**src/design/rsa_arith_pkg.sv**
```systemverilog
package rsa_arith_pkg;

	// operand and result width
	localparam int OP_W = 256;

	// iteration counters run 0 to 256
	localparam int CNT_W = 9;

	// bit steps per montgomery product and per modulo product
	localparam int MONT_ITER = 256;

	// last exponent bit index
	localparam int EXP_LAST = 255;
	localparam int IDX_W = $clog2(OP_W);	// exponent index width

	// montgomery accumulator, two guard bits for b + n
	localparam int ACC_W = OP_W + 2;

endpackage

```
**src/design/mont_if.sv**
```systemverilog
`timescale 1ns/1ps

// one arithmetic block and its controller
interface mont_if import rsa_arith_pkg::*; ();

	logic            start;	// one cycle pulse
	logic [OP_W-1:0] a;
	logic [OP_W-1:0] b;
	logic [OP_W-1:0] n;	// odd modulus
	logic [OP_W-1:0] result;
	logic            done;	// level, held until next start

	modport ctrl (
		output start,
		output a,
		output b,
		output n,
		input  result,
		input  done
	);

	modport unit (
		input  start,
		input  a,
		input  b,
		input  n,
		output result,
		output done
	);

endinterface

```
**src/design/rsa_mont.sv**
```systemverilog
`timescale 1ns/1ps

// radix 2 montgomery product a * b * 2^-256 mod n
module rsa_mont import rsa_arith_pkg::*; (
	input  logic i_clk,
	input  logic i_rst,
	mont_if.unit u
);

	logic [CNT_W-1:0] cnt_r;
	logic             busy_r;
	logic             done_r;
	logic             last_step;
	logic [OP_W-1:0]  a_sh_r;	// multiplier bits, lsb first
	logic [ACC_W-1:0] acc_r;	// below 2n between steps
	logic [ACC_W-1:0] b_ext;
	logic [ACC_W-1:0] n_ext;
	logic [ACC_W-1:0] sum_b;
	logic [ACC_W-1:0] sum_n;
	logic [ACC_W-1:0] half;
	logic [ACC_W-1:0] acc_red;

	assign b_ext = ACC_W'(u.b);
	assign n_ext = ACC_W'(u.n);

	always_comb begin
		sum_b = acc_r + (a_sh_r[0] ? b_ext : '0);
		// odd n makes the sum even
		sum_n = sum_b[0] ? sum_b + n_ext : sum_b;
		half  = sum_n >> 1;
		// final correction, only taken on the last step
		acc_red = (half >= n_ext) ? half - n_ext : half;
	end

	assign last_step = busy_r && (cnt_r == CNT_W'(MONT_ITER - 1));

	always_ff @(posedge i_clk or posedge i_rst) begin
		if (i_rst) begin
			busy_r <= 1'b0;
			done_r <= 1'b0;
			cnt_r  <= '0;
		end else if (u.start) begin
			busy_r <= 1'b1;
			done_r <= 1'b0;
			cnt_r  <= '0;
		end else if (busy_r) begin
			cnt_r <= cnt_r + 1'b1;
			if (last_step) begin
				busy_r <= 1'b0;
				done_r <= 1'b1;	// result below n from here
			end
		end
	end

	always_ff @(posedge i_clk) begin
		if (u.start) begin
			acc_r  <= '0;
			a_sh_r <= u.a;
		end else if (busy_r) begin
			acc_r  <= last_step ? acc_red : half;
			a_sh_r <= a_sh_r >> 1;
		end
	end

	assign u.result = acc_r[OP_W-1:0];
	assign u.done   = done_r;

endmodule

```
**src/flat_wrapper.sv**
```systemverilog
// flat-port wrapper written by rule: the top's interface ports become plain ports
module rsa_mont_flat import rsa_arith_pkg::*;
  (i_clk, i_rst, u_start, u_a, u_b, u_n, u_result, u_done);
  mont_if u_i ();
  input  logic i_clk;
  input  logic i_rst;
  input wire logic [$bits(u_i.start)-1:0] u_start;
  input wire logic [$bits(u_i.a)-1:0] u_a;
  input wire logic [$bits(u_i.b)-1:0] u_b;
  input wire logic [$bits(u_i.n)-1:0] u_n;
  output wire logic [$bits(u_i.result)-1:0] u_result;
  output wire logic [$bits(u_i.done)-1:0] u_done;
  assign u_i.start = u_start;
  assign u_i.a = u_a;
  assign u_i.b = u_b;
  assign u_i.n = u_n;
  assign u_result = u_i.result;
  assign u_done = u_i.done;
  rsa_mont u_core (.i_clk(i_clk), .i_rst(i_rst), .u(u_i));
endmodule
```
**config.mk**
```make
export PLATFORM = sky130hd
export DESIGN_NAME = rsa_mont_flat
export DESIGN_NICKNAME = d
export VERILOG_FILES = /design/src/design/rsa_arith_pkg.sv /design/src/design/mont_if.sv /design/src/design/rsa_mont.sv /design/src/flat_wrapper.sv
export SDC_FILE = /design/constraint.sdc
export NUM_CORES = 2
export LEC_CHECK = 0
export BUFFER_PORTS_ARGS = -buffer_cell sky130_fd_sc_hd__buf_2
export CAP_MARGIN = 40
export CORE_MARGIN = 4
export CORE_UTILIZATION = 40
export CTS_CLUSTER_SIZE = 16
export DETAILED_ROUTE_END_ITERATION = 16
export GPL_TIMING_DRIVEN = 1
export PLACE_DENSITY = 0.56
export SYNTH_ARGS = -nofsm -noshare
export SYNTH_HDL_FRONTEND = slang
export SYNTH_SLANG_ARGS = --single-unit
```
**constraint.sdc**
```tcl
create_clock -name i_clk -period 18.5 [get_ports i_clk]
set_clock_uncertainty 0.2 [all_clocks]
set_input_delay 1.85 -clock i_clk [delete_from_list [all_inputs] [get_ports i_clk]]
set_output_delay 1.85 -clock i_clk [all_outputs]
set_load 0.1 [all_outputs]
```
; After elaboration in Yosys (flattened, before gate mapping)
; Index checks and enable logic that the tools add are counted.
[word_totals]
mem_bits_ro = 0
wordCells = 29
memories = 0
output_inout_bits = 257
ram_bits = 0
reg_bits = 525
latch_bits = 0
in_bits = 771
[classes]
n_reduce_logical = 4
n_bitwise = 0
shift = 0
n_div = 0
muxes = 14
n_eq_ne = 1
order_cmp = 1
mul = 0
add_sub_neg = 4
[ops]
columns = op, count
row1 = two-way mux 258 bit, 3
row2 = two-way mux 256 bit, 3
row3 = adder 258 x 256 -> 258 bit, 1
row4 = adder 258 bit, 1
row5 = subtractor 257 x 256 -> 258 bit, 1
row6 = greater-or-equal comparator 257 x 256 -> 1 bit, 1
row7 = two-way mux 9 bit, 2
row8 = "adder 9 x 1 -> 9 bit, second input constant", 1
row9 = "equality test 9 x 8 -> 1 bit, second input constant", 1
row10 = two-way mux 1 bit, 6
row11 = nonzero test 2 bit, 2
row12 = AND reduction 2 bit, 1
row13 = logical AND 1 bit, 1

; Longest topological paths before layout
[logic_depth]
depth_word = 7
mapped_depth = 58
depth_no_buf = 52

; Worst setup path after synthesis
; Ideal clock, no wire load.
[synth_path]
path_type = in2reg
from = input port u_b[18]
to = register u_core.acc_r[1]
setup_time_ns = 0.367
arrival_ns = 12.370
stages = 49
setup_slack_ns = 5.563
required_time_ns = 17.933
n_path_buf = 6
cell_sequence = and2_1 -> ha_1 -> clkbuf_2 -> nand2_1 -> or3_1 -> a211oi_1 -> nor2_1 -> o41a_1 -> o31ai_1 -> a31oi_1 -> o21ai_0 -> a21boi_0 -> o21ai_0 -> a211o_1 -> a21oi_1 -> xnor2_1 -> ha_1 -> buf_2 -> [13 not listed] -> nand4_1 -> or2_1 -> or4_1 -> or4_1 -> or4_1 -> nor3_2 -> o21ai_1 -> o21ai_0 -> a21oi_1 -> o211ai_2 -> o31a_2 -> a31oi_2 -> a311oi_2 -> buf_6 -> buf_4 -> buf_2 -> mux2i_1 -> o22ai_1
[synth_via]
elab_chain_len = 7
[synth_lines]
columns = item, line_no
row1 = start: declaration, flat_wrapper.sv:9  ; input wire logic [$bits(u_i.b)-1:0] u_b;
row2 = two-way mux 256 bit *, rsa_mont.sv:27  ; sum_b = acc_r + (a_sh_r[0] ? b_ext : '0);
row3 = adder 258 bit *, rsa_mont.sv:27
row4 = adder 258 x 256 -> 258 bit, rsa_mont.sv:29  ; sum_n = sum_b[0] ? sum_b + n_ext : sum_b;
row5 = two-way mux 258 bit *, rsa_mont.sv:29
row6 = greater-or-equal comparator 257 x 256 -> 1 bit *, rsa_mont.sv:32  ; acc_red = (half >= n_ext) ? half - n_ext : half;
row7 = two-way mux 258 bit *, rsa_mont.sv:32
row8 = two-way mux 258 bit *, rsa_mont.sv:60  ; acc_r <= last_step ? acc_red : half;
row9 = end signal: assignment, rsa_mont.sv:60
row10 = end: declaration, rsa_mont.sv:15  ; logic [ACC_W-1:0] acc_r;
; Mark *: on every way between the ends. The rest lies on a longest branch, timed or not.
; A chain may end at the register's enable or synchronous reset.

; Final worst setup path
[layout_path]
from = input port u_b[4]
to = register u_core.acc_r[253]
[layout_via]
elab_chain_len = 7
word_cells_on_any_way = 8
cone_classes = add/sub: 3 / order compare: 1 / mux: 4
[layout_lines]
columns = item, line_no
row1 = two-way mux 256 bit *, rsa_mont.sv:27
row2 = adder 258 bit *, rsa_mont.sv:27
row3 = adder 258 x 256 -> 258 bit, rsa_mont.sv:29
row4 = two-way mux 258 bit *, rsa_mont.sv:29
row5 = subtractor 257 x 256 -> 258 bit / greater-or-equal comparator 257 x 256 -> 1 bit (equally long branches), rsa_mont.sv:32
row6 = two-way mux 258 bit, rsa_mont.sv:32
row7 = two-way mux 258 bit *, rsa_mont.sv:60
; Marked as above.

==> summary.md <==
| Metric | Value |
|---|---|
| Layout cell share with drive strength beyond 1 | `15.3%` |
| Die Footprint | `217000 um^2` |
| Peak Freq | `0.0574 GHz` |
| Status | `complete, no violations` |
| TritonCTS buffer count | `73` |
| Floorplan Core Area | `208000 um^2` |
| Fraction of post-synthesis cell area in the top cell type by area | `11.5%` |
| Syn_nets | `13296` |
| Number of antenna violations at the first check in global routing | `73` |
| Total of flip-flops plus latches after synthesis | `525` |
| Length of the first detailed-routing pass in iterations | `8` |
| Final-layout fill cell count | `22004` |
| Skew-Pair Late Insertion Delay | `0.78 ns` |
| Cells after synthesis | `11753` |
| Detailed-route wire length | `458000 um` |
| Number of buffers inserted by post-CTS setup repair | `0` |
| # hold bufs at CTS | `0` |
| Setup Viol. Count Final | `0` |
| Number of hold violations in the final report | `0` |
| Async set-or-reset flop fraction in the synthesized netlist | `2.10%` |
| Post-layout nets | `13640` |
| Chip Width | `466 um` |
| Clock tree from TritonCTS | `yes` |
| Number of sinks handled by clock tree synthesis | `525` |
| Number of placement rows | `167` |
| Post-synth top area cell | `sky130_fd_sc_hd__ha_1` |
| Number of ports placed on the die boundary | `1028` |
| Post-synthesis average cell area | `7.13 um^2` |
| Slew Limit Headroom | `31.4%` |
| Initial cell density of the core | `40.3%` |
| Classification of the worst-slack hold path | `reg2reg` |
| Global Route Usage Sum | `39.8%` |
| Weighted congestion at the end of routability-driven global placement | `1.08` |
| Commonest non-fill, non-tap cell in the layout | `sky130_fd_sc_hd__a21oi_1` |
| EDFF count, synth | `256` |
| Synth-to-Final Area Change | `9.73%` |
| Global-route wire length before repair | `636000 um` |
| Share of the cycle needed by the critical path after routing | `94.2%` |
| Total of buffers placed on input and output ports | `1027` |
| Worst Setup End Kind | `flop` |
| Clock period minus final worst setup slack | `17.43 ns` |
| Setup repair after global routing missed its margin | `no` |
| Worst Setup Start Kind | `input pin` |
| Post-DR wirelength/cell | `30.6 um` |
| CP max FO | `7` |
| Vias after detailed routing | `94766` |
| Detail-routed via count per cell | `6.33` |
| WS Path Type | `in2reg` |
| Highest-count cells in the layout ignoring fill and taps | `1518 x sky130_fd_sc_hd__a21oi_1, 1230 x sky130_fd_sc_hd__nand2_1, 1048 x sky130_fd_sc_hd__buf_2` |
| Fraction of the yosys area taken by sequential cells | `15.7%` |
| Setup total negative slack | `0 ns` |
| Combined flip-flop and latch cell area | `13100 um^2` |
| Overall overflow remaining after global route | `0` |
| Cell at the slowest stage of the critical path | `sky130_fd_sc_hd__o21ai_0` |
| Max incr delay on CP | `0.77 ns` |
| Clock-pin transition on the worst setup and hold timing paths | `0.06 ns` |
| Detailed-route DRC error count | `0` |
| Number of gates resized after CTS | `0` |
| Biggest area contributors in the synthesized netlist | `sky130_fd_sc_hd__ha_1 11%, sky130_fd_sc_hd__edfxtp_1 9.2%, sky130_fd_sc_hd__a21oi_1 9.1%, sky130_fd_sc_hd__dfxtp_1 6.2%, sky130_fd_sc_hd__mux2_2 5.8%` |
| Required time of the critical path | `18.95 ns` |
| Maximum clock insertion buffer count | `3` |
| CTS root buf | `sky130_fd_sc_hd__clkbuf_16` |
| Iteration-0 DRC count of the detailed router | `11212` |
| Transition time of the tightest slew-check pin | `1.03 ns` |
| Arrival time of the worst setup path | `17.88 ns` |
| Vias in the first global route | `88296` |
| Count of unique library cells instantiated by Yosys | `111` |
| Final-layout worst hold slack | `0.258 ns` |
| Final ANT Viol Nets | `0` |
| Post-synth top flop | `sky130_fd_sc_hd__dfxtp_1` |
| Die span in y | `466 um` |
| H-Tree Depth | `3` |
| Count of synthesis-stage warnings from yosys | `0` |
| Reported max-cap violation count | `0` |
| Area used by multi-input combinational logic | `63900 um^2` |
| Largest net degree at the start of global routing | `257` |
| Post-DP HPWL | `392000 um` |
| Final max-slew violation count | `0` |
| Area of the mapped netlist | `83800 um^2` |
==> cells in the mapped netlist, types with 280 or more instances <==
library cell and count:
sky130_fd_sc_hd__mux2_2 429, sky130_fd_sc_hd__clkbuf_1 527, sky130_fd_sc_hd__inv_1 578, sky130_fd_sc_hd__nor2_1 986, sky130_fd_sc_hd__a21oi_1 1518, sky130_fd_sc_hd__nand4_1 459
sky130_fd_sc_hd__o21ai_0 945, sky130_fd_sc_hd__ha_1 769, sky130_fd_sc_hd__nand2_1 1230, sky130_fd_sc_hd__buf_4 280, sky130_fd_sc_hd__o21bai_1 285, sky130_fd_sc_hd__xnor2_1 473
sky130_fd_sc_hd__a21o_1 323, sky130_fd_sc_hd__xor2_1 286, sky130_fd_sc_hd__and2_1 292
==> logic make-up (layout without fill, tap and decap cells) <==
family,Yosys count,after routing,synth area share (%)
flops,525,525,15.7
other cells,0,31,0
fa+ha+maj,772,772,11.6
xor+xnor,760,760,7.97
compound gates,3935,3935,28.4
buf+inv,1497,1898,8.17
mux,570,570,7.47
simple gates,3694,3694,20.7
==> state kept, by name, summed over array words and instances (netlist names) <==
signal and flops:
u_core.u.done 1, u_core.acc_r 258, u_core.a_sh_r 256, u_core.cnt_r 9, u_core.busy_r 1
==> worst paths after layout <==
path | start | endpoint | slack, ns | cells past startpoint
worst max register to register | u_core.a_sh_r[0]$_DFFE_PP_ | u_core.acc_r[253]$_SDFFE_PP0P_ | 1.44 | 48
worst min-delay path | u_core.acc_r[257]$_SDFFE_PP0P_ | u_core.acc_r[257]$_SDFFE_PP0P_ | 0.26 | 2
worst min register to register | u_core.acc_r[257]$_SDFFE_PP0P_ | u_core.acc_r[257]$_SDFFE_PP0P_ | 0.26 | 2
min in group asynchronous | i_rst | u_core.cnt_r[4]$_DFFE_PP0P_ | 0.92 | 2
worst max-delay path | u_b[4] | u_core.acc_r[253]$_SDFFE_PP0P_ | 1.07 | 48
max in group asynchronous | i_rst | u_core.busy_r$_DFF_PP0_ | 16.81 | 2
==> final cells by class <==
class                           count  area share, %
Clock buffer                       90           2.19
Clock inverter                     42          0.613
Tap cell                         2788           3.80
Multi-Input combinational cell   9731           69.5
Sequential cell                   525           14.3
Inverter                          580           2.39
Antenna cell                       31         0.0844
Timing Repair Buffer             1186           7.13
==> layer usage <==
layer | GRT usage [%] | part of all wire (%)
met5 | 0 | 0.082
met4 | 23.8 | 7.2
met3 | 8.41 | 9.3
met2 | 60.1 | 42
met1 | 52.0 | 41
==> metrics by stage <==
| step | util [%] | setup slack [ns] | cells | instance area [um^2] |
|---|---|---|---|---|
| 2_1_floorplan | - | 5.56 | 11753 | 83800 |
| 3_3_place_gp | 42.8 | 0.720 | 14763 | 88800 |
| 5_1_grt | 44.2 | 0.704 | 14952 | 91900 |
| 6_report | 44.3 | 1.07 | 14973 | 91900 |
| 4_1_cts | 44.2 | 1.66 | 14936 | 91800 |
| 3_5_place_dp | 43.0 | 0.876 | 14804 | 89200 |
==> worst max-delay path, delay by kind of cell <==
| kind | cells | cell delay (ns) |
|---|---|---|
| buffers and inverters | 5 | 0.81 |
| AO/OA/AOI/OAI | 24 | 7.88 |
| AND/OR/NAND/NOR | 13 | 5.13 |
| XOR/XNOR | 3 | 1.03 |
| adder cells (fa/ha/maj) | 3 | 1.15 |
Power is left out: the tool's default activity adds up to more than one toggle a clock period on the data nets, which glitch-free logic cannot reach.
